## config.mk

```make
export PLATFORM = sky130hd
export DESIGN_NAME = bitslice_top
export DESIGN_NICKNAME = d
export VERILOG_FILES = /design/src/bitslice_pkg.sv /design/src/slot_if.sv /design/src/fabric_capture.sv /design/src/tx_serializer.sv /design/src/rx_deserializer.sv /design/src/rx_fifo.sv /design/src/bitslice_top.sv
export SDC_FILE = /design/constraint.sdc
export NUM_CORES = 1
export LEC_CHECK = 0
export ABC_CLOCK_PERIOD_IN_PS = 6200
export BUFFER_PORTS_ARGS = -buffer_cell sky130_fd_sc_hd__buf_2
export CAP_MARGIN = 0
export CORE_MARGIN = 1
export CORE_UTILIZATION = 25
export CTS_CLUSTER_SIZE = 12
export DETAILED_ROUTE_END_ITERATION = 8
export SLEW_MARGIN = 10
export SYNTH_ARGS = -nofsm -noshare
export SYNTH_HDL_FRONTEND = slang
export SYNTH_SLANG_ARGS = --single-unit
```

## constraint.sdc

```tcl
create_clock -name i_o_clk_rd -period 6.2 [get_ports i_o_clk_rd]
set_input_delay 0.31 -clock i_o_clk_rd [delete_from_list [all_inputs] [get_ports i_o_clk_rd]]
set_output_delay 0.31 -clock i_o_clk_rd [all_outputs]
set_load 0.05 [all_outputs]
```

## src/bitslice_pkg.sv

```systemverilog
`default_nettype none

package bitslice_pkg;

  // bit slots per word period of the bit clock
  localparam int SLOTS  = 8;
  localparam int SLOT_W = 3;

  // word periods from sampling to use, counted in word registers
  localparam int TX_WORD_DLY = 1;
  localparam int RD_GATE_DLY = 2;

  // read-side FIFO
  localparam int FIFO_DEPTH = 16;
  localparam int FIFO_AW    = 4;

  // one data bit per slot
  typedef logic [SLOTS-1:0] dq_word_t;

  // one control bit per slot pair, used for t_b and rden
  typedef logic [SLOTS/2-1:0] quad_t;

  // receive FSM
  typedef enum logic {
    RX_IDLE,
    RX_BURST
  } rx_state_e;

endpackage : bitslice_pkg

`default_nettype wire

```

## src/slot_if.sv

```systemverilog
`timescale 1ns/10ps
`default_nettype none

// slot phase and delayed fabric words, from the capture side to tx and rx
interface slot_if;

  logic [bitslice_pkg::SLOT_W-1:0] slot;
  logic                            last_slot;
  bitslice_pkg::dq_word_t          tx_word;
  bitslice_pkg::quad_t             tx_t_b;
  bitslice_pkg::quad_t             rd_en_word;

  modport src (
    output slot,
    output last_slot,
    output tx_word,
    output tx_t_b,
    output rd_en_word
  );

  modport tx (
    input slot,
    input tx_word,
    input tx_t_b
  );

  modport rx (
    input slot,
    input rd_en_word
  );

endinterface : slot_if

`default_nettype wire

```

## src/fabric_capture.sv

```systemverilog
`timescale 1ns/10ps
`default_nettype none

module fabric_capture (
  input  logic                   i_o_clk_rd,
  input  logic                   rst,
  input  bitslice_pkg::dq_word_t i_wr_dq,
  input  bitslice_pkg::quad_t    i_t_b,
  input  bitslice_pkg::quad_t    i_rden,
  output logic                   o_div_clk,
  slot_if.src                    sif
);

  import bitslice_pkg::*;

  logic [SLOT_W-1:0] slot_q;

  // word delay lines, all stepping once per word period
  dq_word_t wr_pipe [TX_WORD_DLY];
  quad_t    tb_pipe [TX_WORD_DLY];
  quad_t    rd_pipe [RD_GATE_DLY];

  // free-running slot counter, reset value puts the first clock in slot 0
  always_ff @(posedge i_o_clk_rd or posedge rst) begin
    if (rst) begin
      slot_q <= SLOT_W'(SLOTS - 1);
    end else begin
      slot_q <= slot_q + 1'b1;
    end
  end

  assign sif.slot      = slot_q;
  assign sif.last_slot = (slot_q == SLOT_W'(SLOTS - 1));

  // divided clock, high for the first half of the word period
  assign o_div_clk = ~slot_q[SLOT_W-1];

  // sample at the edge that ends slot 7, then shift through the delay stages
  always_ff @(posedge i_o_clk_rd or posedge rst) begin
    if (rst) begin
      for (int k = 0; k < TX_WORD_DLY; k++) begin
        wr_pipe[k] <= '0;
        tb_pipe[k] <= '0;
      end
      for (int k = 0; k < RD_GATE_DLY; k++) begin
        rd_pipe[k] <= '0;
      end
    end else if (sif.last_slot) begin
      wr_pipe[0] <= i_wr_dq;
      tb_pipe[0] <= i_t_b;
      rd_pipe[0] <= i_rden;
      for (int k = 1; k < TX_WORD_DLY; k++) begin
        wr_pipe[k] <= wr_pipe[k-1];
        tb_pipe[k] <= tb_pipe[k-1];
      end
      for (int k = 1; k < RD_GATE_DLY; k++) begin
        rd_pipe[k] <= rd_pipe[k-1];
      end
    end
  end

  assign sif.tx_word    = wr_pipe[TX_WORD_DLY-1];
  assign sif.tx_t_b     = tb_pipe[TX_WORD_DLY-1];
  assign sif.rd_en_word = rd_pipe[RD_GATE_DLY-1];

  // last_slot marks slot 7 only, and the counter wraps to 0 after it
  a_last_slot: assert property (@(posedge i_o_clk_rd) disable iff (rst)
    sif.last_slot |-> (sif.slot == SLOT_W'(SLOTS - 1)) ##1 (sif.slot == '0))
    else $error("last_slot out of step with slot counter");

endmodule : fabric_capture

`default_nettype wire

```

## src/tx_serializer.sv

```systemverilog
`timescale 1ns/10ps
`default_nettype none

module tx_serializer (
  input  logic i_o_clk_rd,
  input  logic rst,
  slot_if.tx   sif,
  output logic o_q,
  output logic o_t
);

  import bitslice_pkg::*;

  // word and t_b held for the period being driven on the pad
  dq_word_t          word_hold;
  quad_t             tb_hold;
  logic [SLOT_W-1:0] nxt_slot;

  // outputs are registered, so each edge loads the bit for the next slot
  assign nxt_slot = sif.slot + 1'b1;

  always_ff @(posedge i_o_clk_rd or posedge rst) begin
    if (rst) begin
      word_hold <= '0;
      tb_hold   <= '0;
      o_q       <= 1'b0;
      o_t       <= 1'b1;
    end else if (sif.slot == SLOT_W'(SLOTS - 1)) begin
      // period boundary: take the new word and drive its slot 0 bit
      word_hold <= sif.tx_word;
      tb_hold   <= sif.tx_t_b;
      o_q       <= sif.tx_word[0];
      o_t       <= ~sif.tx_t_b[0];
    end else begin
      o_q <= word_hold[nxt_slot];
      // driver on (t low) for each slot pair with t_b set
      o_t <= ~tb_hold[nxt_slot[SLOT_W-1:1]];
    end
  end

  // tristate only changes on a slot pair boundary
  a_t_pair: assert property (@(posedge i_o_clk_rd) disable iff (rst)
    sif.slot[0] |-> (o_t == $past(o_t)))
    else $error("o_t changed inside a slot pair");

endmodule : tx_serializer

`default_nettype wire

```

## src/rx_deserializer.sv

```systemverilog
`timescale 1ns/10ps
`default_nettype none

module rx_deserializer (
  input  logic                   i_o_clk_rd,
  input  logic                   rst,
  slot_if.rx                     sif,
  input  logic                   i_iob_d,
  input  logic                   i_dqs,
  output logic                   o_push,
  output bitslice_pkg::dq_word_t o_push_word
);

  import bitslice_pkg::*;

  rx_state_e         state;
  quad_t             gate_word;
  logic              gate;
  logic              dqs_q;
  logic              dqs_edge;
  logic              capture;
  logic [SLOT_W-1:0] bit_cnt;
  logic              push_q;
  dq_word_t          shift_q;

  // per-slot gate, one rden bit covers two slots
  assign gate     = gate_word[sif.slot[SLOT_W-1:1]];
  assign dqs_edge = i_dqs ^ dqs_q;
  assign capture  = gate & dqs_edge;

  always_ff @(posedge i_o_clk_rd or posedge rst) begin
    if (rst) begin
      state     <= RX_IDLE;
      gate_word <= '0;
      dqs_q     <= 1'b0;
      bit_cnt   <= '0;
      push_q    <= 1'b0;
    end else begin
      dqs_q  <= i_dqs;
      push_q <= 1'b0;
      // gate word follows the delayed rden, one period later
      if (sif.slot == SLOT_W'(SLOTS - 1)) begin
        gate_word <= sif.rd_en_word;
      end
      case (state)
        RX_IDLE: begin
          if (capture) begin
            state   <= RX_BURST;
            bit_cnt <= SLOT_W'(1);
          end
        end
        RX_BURST: begin
          if (!capture) begin
            // gap in the burst, drop the partial word
            state   <= RX_IDLE;
            bit_cnt <= '0;
          end else if (bit_cnt == SLOT_W'(SLOTS - 1)) begin
            push_q  <= 1'b1;
            state   <= RX_IDLE;
            bit_cnt <= '0;
          end else begin
            bit_cnt <= bit_cnt + 1'b1;
          end
        end
        default: state <= RX_IDLE;
      endcase
    end
  end

  // first captured bit ends up in bit 0
  always_ff @(posedge i_o_clk_rd) begin
    if (capture) begin
      shift_q <= {i_iob_d, shift_q[SLOTS-1:1]};
    end
  end

  assign o_push      = push_q;
  assign o_push_word = shift_q;

  // a word takes eight captures, so pushes can never be back to back
  a_push_gap: assert property (@(posedge i_o_clk_rd) disable iff (rst)
    o_push |=> !o_push)
    else $error("push strobe high on two consecutive clocks");

endmodule : rx_deserializer

`default_nettype wire

```

## src/rx_fifo.sv

```systemverilog
`timescale 1ns/10ps
`default_nettype none

module rx_fifo (
  input  logic                   i_o_clk_rd,
  input  logic                   rst,
  input  logic                   i_push,
  input  bitslice_pkg::dq_word_t i_push_word,
  input  logic                   i_fifo_rden,
  output bitslice_pkg::dq_word_t o_rd_dq,
  output logic                   o_fifo_empty
);

  import bitslice_pkg::*;

  dq_word_t           mem [FIFO_DEPTH];
  logic [FIFO_AW-1:0] wr_ptr;
  logic [FIFO_AW-1:0] rd_ptr;
  logic [FIFO_AW-1:0] rd_next;
  logic [FIFO_AW:0]   count;
  logic [FIFO_AW:0]   count_next;
  logic               push_ok;
  logic               pop_ok;

  // full drops the push, empty ignores the pop
  assign push_ok = i_push && (count != (FIFO_AW+1)'(FIFO_DEPTH));
  assign pop_ok  = i_fifo_rden && (count != '0);
  assign rd_next = rd_ptr + FIFO_AW'(pop_ok);

  always_comb begin
    case ({push_ok, pop_ok})
      2'b10:   count_next = count + 1'b1;
      2'b01:   count_next = count - 1'b1;
      default: count_next = count;
    endcase
  end

  always_ff @(posedge i_o_clk_rd) begin
    if (push_ok) begin
      mem[wr_ptr] <= i_push_word;
    end
  end

  always_ff @(posedge i_o_clk_rd or posedge rst) begin
    if (rst) begin
      wr_ptr       <= '0;
      rd_ptr       <= '0;
      count        <= '0;
      o_fifo_empty <= 1'b1;
      o_rd_dq      <= '0;
    end else begin
      wr_ptr       <= wr_ptr + FIFO_AW'(push_ok);
      rd_ptr       <= rd_next;
      count        <= count_next;
      o_fifo_empty <= (count_next == '0);
      // next head, the incoming word bypasses the array when nothing else is left
      if (count_next != '0) begin
        if (push_ok && (count == (FIFO_AW+1)'(pop_ok))) begin
          o_rd_dq <= i_push_word;
        end else begin
          o_rd_dq <= mem[rd_next];
        end
      end
    end
  end

  a_count_max: assert property (@(posedge i_o_clk_rd) disable iff (rst)
    count <= (FIFO_AW+1)'(FIFO_DEPTH))
    else $error("fifo count above depth");

endmodule : rx_fifo

`default_nettype wire

```

## src/bitslice_top.sv

```systemverilog
`timescale 1ns/10ps
`default_nettype none

module bitslice_top (
  input  logic                   i_o_clk_rd,
  input  logic                   rst,
  input  bitslice_pkg::dq_word_t i_wr_dq,
  input  bitslice_pkg::quad_t    i_t_b,
  input  bitslice_pkg::quad_t    i_rden,
  input  logic                   i_iob_d,
  input  logic                   i_dqs,
  input  logic                   i_fifo_rden,
  output logic                   o_q,
  output logic                   o_t,
  output logic                   o_div_clk,
  output bitslice_pkg::dq_word_t o_rd_dq,
  output logic                   o_fifo_empty
);

  import bitslice_pkg::*;

  logic     push;
  dq_word_t push_word;

  slot_if u_slot_if ();

  fabric_capture u_fabric_capture (
    .i_o_clk_rd (i_o_clk_rd),
    .rst        (rst),
    .i_wr_dq    (i_wr_dq),
    .i_t_b      (i_t_b),
    .i_rden     (i_rden),
    .o_div_clk  (o_div_clk),
    .sif        (u_slot_if.src)
  );

  tx_serializer u_tx_serializer (
    .i_o_clk_rd (i_o_clk_rd),
    .rst        (rst),
    .sif        (u_slot_if.tx),
    .o_q        (o_q),
    .o_t        (o_t)
  );

  rx_deserializer u_rx_deserializer (
    .i_o_clk_rd  (i_o_clk_rd),
    .rst         (rst),
    .sif         (u_slot_if.rx),
    .i_iob_d     (i_iob_d),
    .i_dqs       (i_dqs),
    .o_push      (push),
    .o_push_word (push_word)
  );

  rx_fifo u_rx_fifo (
    .i_o_clk_rd   (i_o_clk_rd),
    .rst          (rst),
    .i_push       (push),
    .i_push_word  (push_word),
    .i_fifo_rden  (i_fifo_rden),
    .o_rd_dq      (o_rd_dq),
    .o_fifo_empty (o_fifo_empty)
  );

endmodule : bitslice_top

`default_nettype wire

```

# Word level (Yosys, flattened, before mapping)

Memories as Yosys holds them, arrays and structs flattened.
Cells that the tools add are included.

Output and inout bits: 12
Bits in writable memories: 128
Input bits: 21
Register bits after elaboration: 77
Latch bits: 0
Memories kept: 1
ROM bits: 0

Memories:

| memory        | words | width | read ports | clocked after Yosys merged registers in | write ports | RTL line      | text |
|---|---|---|---|---|---|---|---|
| u_rx_fifo.mem | 16    | 8     | 1          | 0                                       | 1           | rx_fifo.sv:16 | `dq_word_t mem [FIFO_DEPTH];` |

$lt $le $gt $ge: 3
Reduce and logical (&&, ||, !) cells: 6
Equal/unequal tests: 7
Bitwise gates (word level): 6
$add $sub $neg: 6
Shift-type cells: 0
Mux-type cells: 23
Multipliers: 0
Divide/modulo/power cells: 0

Operators by type and width:

| cell                                                                    | number |
|---|---|
| 1-bit two-way mux                                                       | 13 |
| 5-bit case mux with 2 select lines                                      | 1 |
| 5-bit nonzero test                                                      | 2 |
| 3-bit two-way mux                                                       | 3 |
| 4-bit by 1-bit adder with 4-bit output                                  | 2 |
| 8-bit two-way mux                                                       | 1 |
| 3-bit by 1-bit adder with 3-bit output, second input constant           | 2 |
| 3-bit equality test, second input constant                              | 2 |
| 2-bit by 3-bit < comparator with 1-bit output, second input constant    | 2 |
| 3-bit case mux with 2 select lines                                      | 1 |
| 5-bit by 1-bit adder with 5-bit output, second input constant           | 1 |
| 5-bit by 1-bit equality test with 1-bit output                          | 1 |
| 5-bit logical NOT                                                       | 1 |
| 5-bit inequality test, second input constant                            | 1 |
| 5-bit by 1-bit subtractor with 5-bit output, second input constant      | 1 |
| 1-bit binary-select mux with 2-bit select                               | 2 |
| 3-bit by 4-bit < comparator with 1-bit output, second input constant    | 1 |
| 1-bit NOT                                                               | 4 |
| 1-bit binary-select mux with 3-bit select                               | 1 |
| 1-bit logical AND                                                       | 3 |
| 2-bit by 1-bit equality test with 1-bit output, second input constant   | 1 |
| 2-bit equality test, second input constant                              | 1 |
| 2-bit by 1-bit inequality test with 1-bit output, second input constant | 1 |
| 1-bit case mux with 2 select lines                                      | 1 |
| 2 further kinds                                                         | 2 |

# Longest topological paths before layout

Word-level depth: 5
Mapped depth: 14
Depth with buffers taken out: 11

# Modules after synthesis

From an unflattened synthesis, not the netlist that was laid out.

Cells, all modules: 528
Area total of the unflattened synthesis: 8639.5 um^2

By module, submodules not included:

| module          | area each (um^2) | cells each | seq. area each (um^2) | times used |
|---|---|---|---|---|
| rx_fifo         | 6293.5           | 389        | 4395.5                | 1 |
| fabric_capture  | 980.9            | 55         | 579.3                 | 1 |
| rx_deserializer | 705.7            | 42         | 490.5                 | 1 |
| tx_serializer   | 659.4            | 42         | 351.6                 | 1 |

# Worst setup path after synthesis

Ideal clock, no wire load.

Path type: register to register
Start point: register u_rx_fifo.count[2]
End point: register u_rx_fifo.o_rd_dq[0]
Cell stages (with the launch flop): 11
Arrival time: 3407 ps
Data required time: 6075 ps
Setup slack: 2669 ps
Path through: dfrtp_1 > buf_6 > or4_1 > nor2_2 > nor2_1 > ha_1 > clkbuf_1 > mux2_2 > or2_0 > nor4_4 > mux2_2

Cells in the longest elaborated chain, start to end: 5
Elaborated cells on any way between the ends: 15

RTL lines:

| what                                                                                  | RTL line                     | text |
|---|---|---|
| start: declaration                                                                    | rx_fifo.sv:20                | `logic [FIFO_AW:0] count;` |
| start signal: assignment                                                              | rx_fifo.sv:54                | `count <= count_next;` |
| 5-bit inequality test or 5-bit nonzero test (tied branches)                           | rx_fifo.sv:26, rx_fifo.sv:27 |  |
| 1-bit logical AND, on equally long branches                                           | rx_fifo.sv:26, rx_fifo.sv:27 |  |
| 2-bit by 1-bit equality test with 1-bit output or 2-bit equality test (tied branches) | rx_fifo.sv:31                | `case ({push_ok, pop_ok})` |
| 5-bit case mux with 2 select lines *                                                  | rx_fifo.sv:31                |  |
| net u_rx_fifo.count_next[1]                                                           | rx_fifo.sv:21                | `logic [FIFO_AW:0] count_next;` |
| 5-bit nonzero test *                                                                  | rx_fifo.sv:57                | `if (count_next != '0) begin` |
| end signal: assignment                                                                | rx_fifo.sv:59                | `o_rd_dq <= i_push_word;` |
| end signal: assignment                                                                | rx_fifo.sv:61                | `o_rd_dq <= mem[rd_next];` |
| end: declaration                                                                      | rx_fifo.sv:10                | `output bitslice_pkg::dq_word_t o_rd_dq,` |

Mark *: on every way through the listed nets, which the timed path passes. The rest lies on a longest branch.
A chain may end at the register's enable or synchronous reset.

# Final worst setup path

Start point: register u_rx_fifo.count[1]
End point: register u_rx_fifo.o_rd_dq[1]

Cells in the longest elaborated chain, start to end: 5
Elaborated cells on any way between the ends: 15

RTL lines:

| what                                   | RTL line      | text |
|---|---|---|
| 5-bit nonzero test                     | rx_fifo.sv:27 | `assign pop_ok = i_fifo_rden && (count != '0);` |
| 1-bit logical AND                      | rx_fifo.sv:27 |  |
| 4-bit by 1-bit adder with 4-bit output | rx_fifo.sv:28 | `assign rd_next = rd_ptr + FIFO_AW'(pop_ok);` |
| net u_rx_fifo.rd_next[2]               | rx_fifo.sv:19 | `logic [FIFO_AW-1:0] rd_next;` |
| memory 16 x 8 bit                      | n/a           |  |
| 8-bit two-way mux                      | rx_fifo.sv:58 | `if (push_ok && (count == (FIFO_AW+1)'(pop_ok))) begin` |

The timed path passes the listed nets, and every way through them passes these cells.

==> results.json <==
{
  "ioPinCount": 33,
  "io_buffers": 32,
  "maxCapViolCount": 0,
  "synth.cell_area_um2": 8800,
  "rsz0062_at_grt": "false",
  "wire_per_inst_um": 17.9,
  "cts_made_buffers": 22,
  "final_cell_area_um2": 10100,
  "firstDrtPassIters": 7,
  "ant_nets": 0,
  "layout.cells.non_filler": 1139,
  "post_cts_buffers": 0,
  "hold_viol": 0,
  "slew_headroom_pct": 28.0,
  "critPathKind": "reg2reg",
  "period_minus_slack_ps": 4510,
  "synth.avg_cell_area_um2": 13.9,
  "cp-end-kind": "flop",
  "crit_required_ps": 6640,
  "final_util_pct": 29.4,
  "worst_pin_slew_ps": 1070,
  "wl_mm": 20.4,
  "viasPerCell": 4.75,
  "synthFlopType": "edfxtp_1",
  "synthCells": 632,
  "synth_nets": 663,
  "antenna_found_initial": 0,
  "dp_hpwl_mm": 13.6,
  "tritoncts": "done",
  "grt_pass1_wl_mm": 31.2,
  "gr-total-overflow": 0,
  "yosys.area.top_type": "edfxtp_1",
  "cts.htree.levels": 1,
  "clkSlewWorstSetupHoldPaths_ps": 60,
  "fmax_mhz": 222,
  "ys_top_cells_by_area": "edfxtp_1 46%, dfrtp_1 18%, mux2_2 6.7%",
  "fin_crit_sh_pct": 72.7,
  "ctsHoldBuffers": 2,
  "cpPeakStageDelay_ps": 860,
  "ys_async_sr_fraction_pct": 33.7,
  "synth_most_common_cell": "edfxtp_1",
  "finalNetCount": 698,
  "cp_max_fo": 11,
  "hold_path_depth": 2,
  "crit_arrival_ps": 4940,
  "vdd_drop_max_mv": 0.387,
  "gp_congestion": 0.856,
  "drcViolationCount": 0,
  "drt_iter0_drc": 472,
  "cpMostUsedCell": "nand2_1",
  "p_leak_nw": 3.64,
  "ys_seq_elements": 205,
  "final.setup.tns_ps": 0,
  "track_usage_pct": 11.3,
  "num_rows": 68,
  "first_global_vias": 5313,
  "crit_chain": "nor4_2, nand2_1, and3_1, ha_1, xnor2_1, inv_1, nand2_1, a211oi_1, or4_1, o211ai_1, mux2_2",
  "cpMaxStageDelayCell": "nor4_2",
  "synth_top_area_share_pct": 46.4,
  "drive_above_1_share_pct": 21.1,
  "worst_setup_path_start_kind": "flop",
  "die_area_um2": 35900,
  "place_area_um2": 9440,
  "placed_cells": 1096,
  "area_growth_pct": 15.3,
  "dieWidth_um": 190,
  "core_um2": 34500,
  "cts_resized": 0,
  "fin_skew_ps": 23.6,
  "synth_common_cells": "136 x edfxtp_1, 64 x dfrtp_1, 61 x nand2_1, 52 x mux2_2, 28 x mux2i_1",
  "fillers": 3539,
  "crit_buf_inv": 1,
  "grt_max_degree": 70,
  "ys_seq_area_share_pct": 66.1,
  "finalSetupViolations": 0,
  "reg2reg_depth": 11,
  "outcome": "complete, no violations",
  "clock_latency_ps": 520,
  "fin_hold_ws_ps": 27.0,
  "hp-class": "in2reg",
  "die_y_um": 190,
  "cts_num_sinks": 205,
  "cp_top_family": "simple AND/OR/NAND/NOR gates",
  "clk_path_buf_depth": 3,
  "synth_warnings": 0,
  "synth-edff-count": 136,
  "power_density_nw_per_um2": 423,
  "drv_slew": 0,
  "dr_total_vias": 5414,
  "cp_num_cells": 11,
  "ys_types": 60,
  "start_util_pct": 25.5,
  "clock-root-buffer": "clkbuf_16"
}
[final timing paths]
check / from / end / slack, ps
worst max-delay path: u_rx_fifo.count[1] / u_rx_fifo.o_rd_dq[1] / 1690
worst min-delay path: i_rden[2] / u_fabric_capture.rd_pipe[6] / 30
worst max register to register: u_rx_fifo.count[1] / u_rx_fifo.o_rd_dq[1] / 1690
worst min register to register: u_fabric_capture.sif.tx_t_b[0] / u_tx_serializer.o_t / 450
max in group asynchronous: rst / u_fabric_capture.sif.tx_word[2] / 5560
min in group asynchronous: rst / u_fabric_capture.sif.tx_t_b[2] / 80
[routing by layer]
| metal | routed length [um] | global-route usage [%] | up-vias |
|---|---|---|---|
| li1 | - | - | 2466 |
| met1 | 9160 | 15.7 | 2706 |
| met2 | 9410 | 17.9 | 202 |
| met3 | 1220 | 1.72 | 40 |
| met4 | 574 | 4.16 | 0 |
| met5 | 0 | 0 | - |
[layout by cell type (no fill, tap or decap), types with 3 or more instances in the layout]
cell type / instances
nand2b_1: 7
o31ai_1: 7
clkinv_1: 3
mux4_2: 4
o211ai_1: 3
a31oi_1: 19
buf_4: 8
and2_1: 4
edfxtp_1: 136
inv_1: 14
o22ai_1: 5
dfrtp_1: 64
nor2_1: 24
mux2i_1: 28
clkbuf_8: 4
nand2_1: 61
nand3_1: 20
buf_2: 32
or4_1: 3
clkbuf_16: 22
a211oi_1: 22
nor2b_1: 5
clkbuf_1: 9
inv_2: 3
and3_1: 21
nor3_1: 7
o21ai_0: 13
dfstp_2: 5
ha_1: 10
a21oi_1: 12
mux2_2: 52
a21boi_0: 5
a31o_1: 6
xnor2_1: 7
[stage by stage]
| stage | total power [mW] | setup slack (ps) |
|---|---|---|
| 2_1_floorplan | 2.72 | 2670 |
| 3_3_place_gp | 3.07 | 1870 |
| 3_5_place_dp | 3.08 | 1760 |
| 4_1_cts | 4.30 | 1750 |
| 5_1_grt | 4.49 | 1380 |
| 6_report | 4.29 | 1690 |
[sequential cells by signal (all words and copies together), names as in the netlist, 4 cells and up]
name                             cells
u_fabric_capture.sif.rd_en_word      4
u_rx_deserializer.gate_word          4
u_rx_fifo.wr_ptr                     4
u_rx_fifo.rd_ptr                     4
u_rx_fifo.count                      5
u_tx_serializer.word_hold            8
u_rx_deserializer.o_push_word        8
u_rx_fifo.mem                      128
u_fabric_capture.sif.tx_word         8
u_tx_serializer.tb_hold              4
u_fabric_capture.sif.tx_t_b          4
u_fabric_capture.rd_pipe             4
u_rx_fifo.o_rd_dq                    8
[power breakdown]
part,switching (mW),leakage [nW],internal [mW]
Sequential,0.138,2.04,1.55
Clock,0.511,0.328,0.707
Combinational,0.879,1.27,0.510
[cells by family (layout without fill, tap and decap cells)]
kind of cell               Yosys count  count (layout)  synth area share (%)
AOI/OAI and AO/OA                  110             110                  8.79
xor gates and xnor gates             9               9                 0.896
adders and majority gates           10              10                  1.42
buffers and inverters               49             100                  2.40
DFF                                205             205                  66.1
muxes                               84              84                  10.9
other                                0               1                     0
and+or+nand+nor                    165             165                  9.50
[layout make-up]
| cell class | instances | area, um2 | share of cell area [%] |
|---|---|---|---|
| antenna | 1 | 2.50 | 0.0247 |
| clock buffer | 35 | 639 | 6.30 |
| clock inverter | 5 | 33.8 | 0.333 |
| inverter | 18 | 67.6 | 0.666 |
| multi-input combinational | 378 | 2770 | 27.3 |
| sequential | 205 | 5820 | 57.3 |
| tap | 455 | 569 | 5.61 |
| timing repair buffer | 42 | 240 | 2.37 |
(Power assumes the default switching activity.)
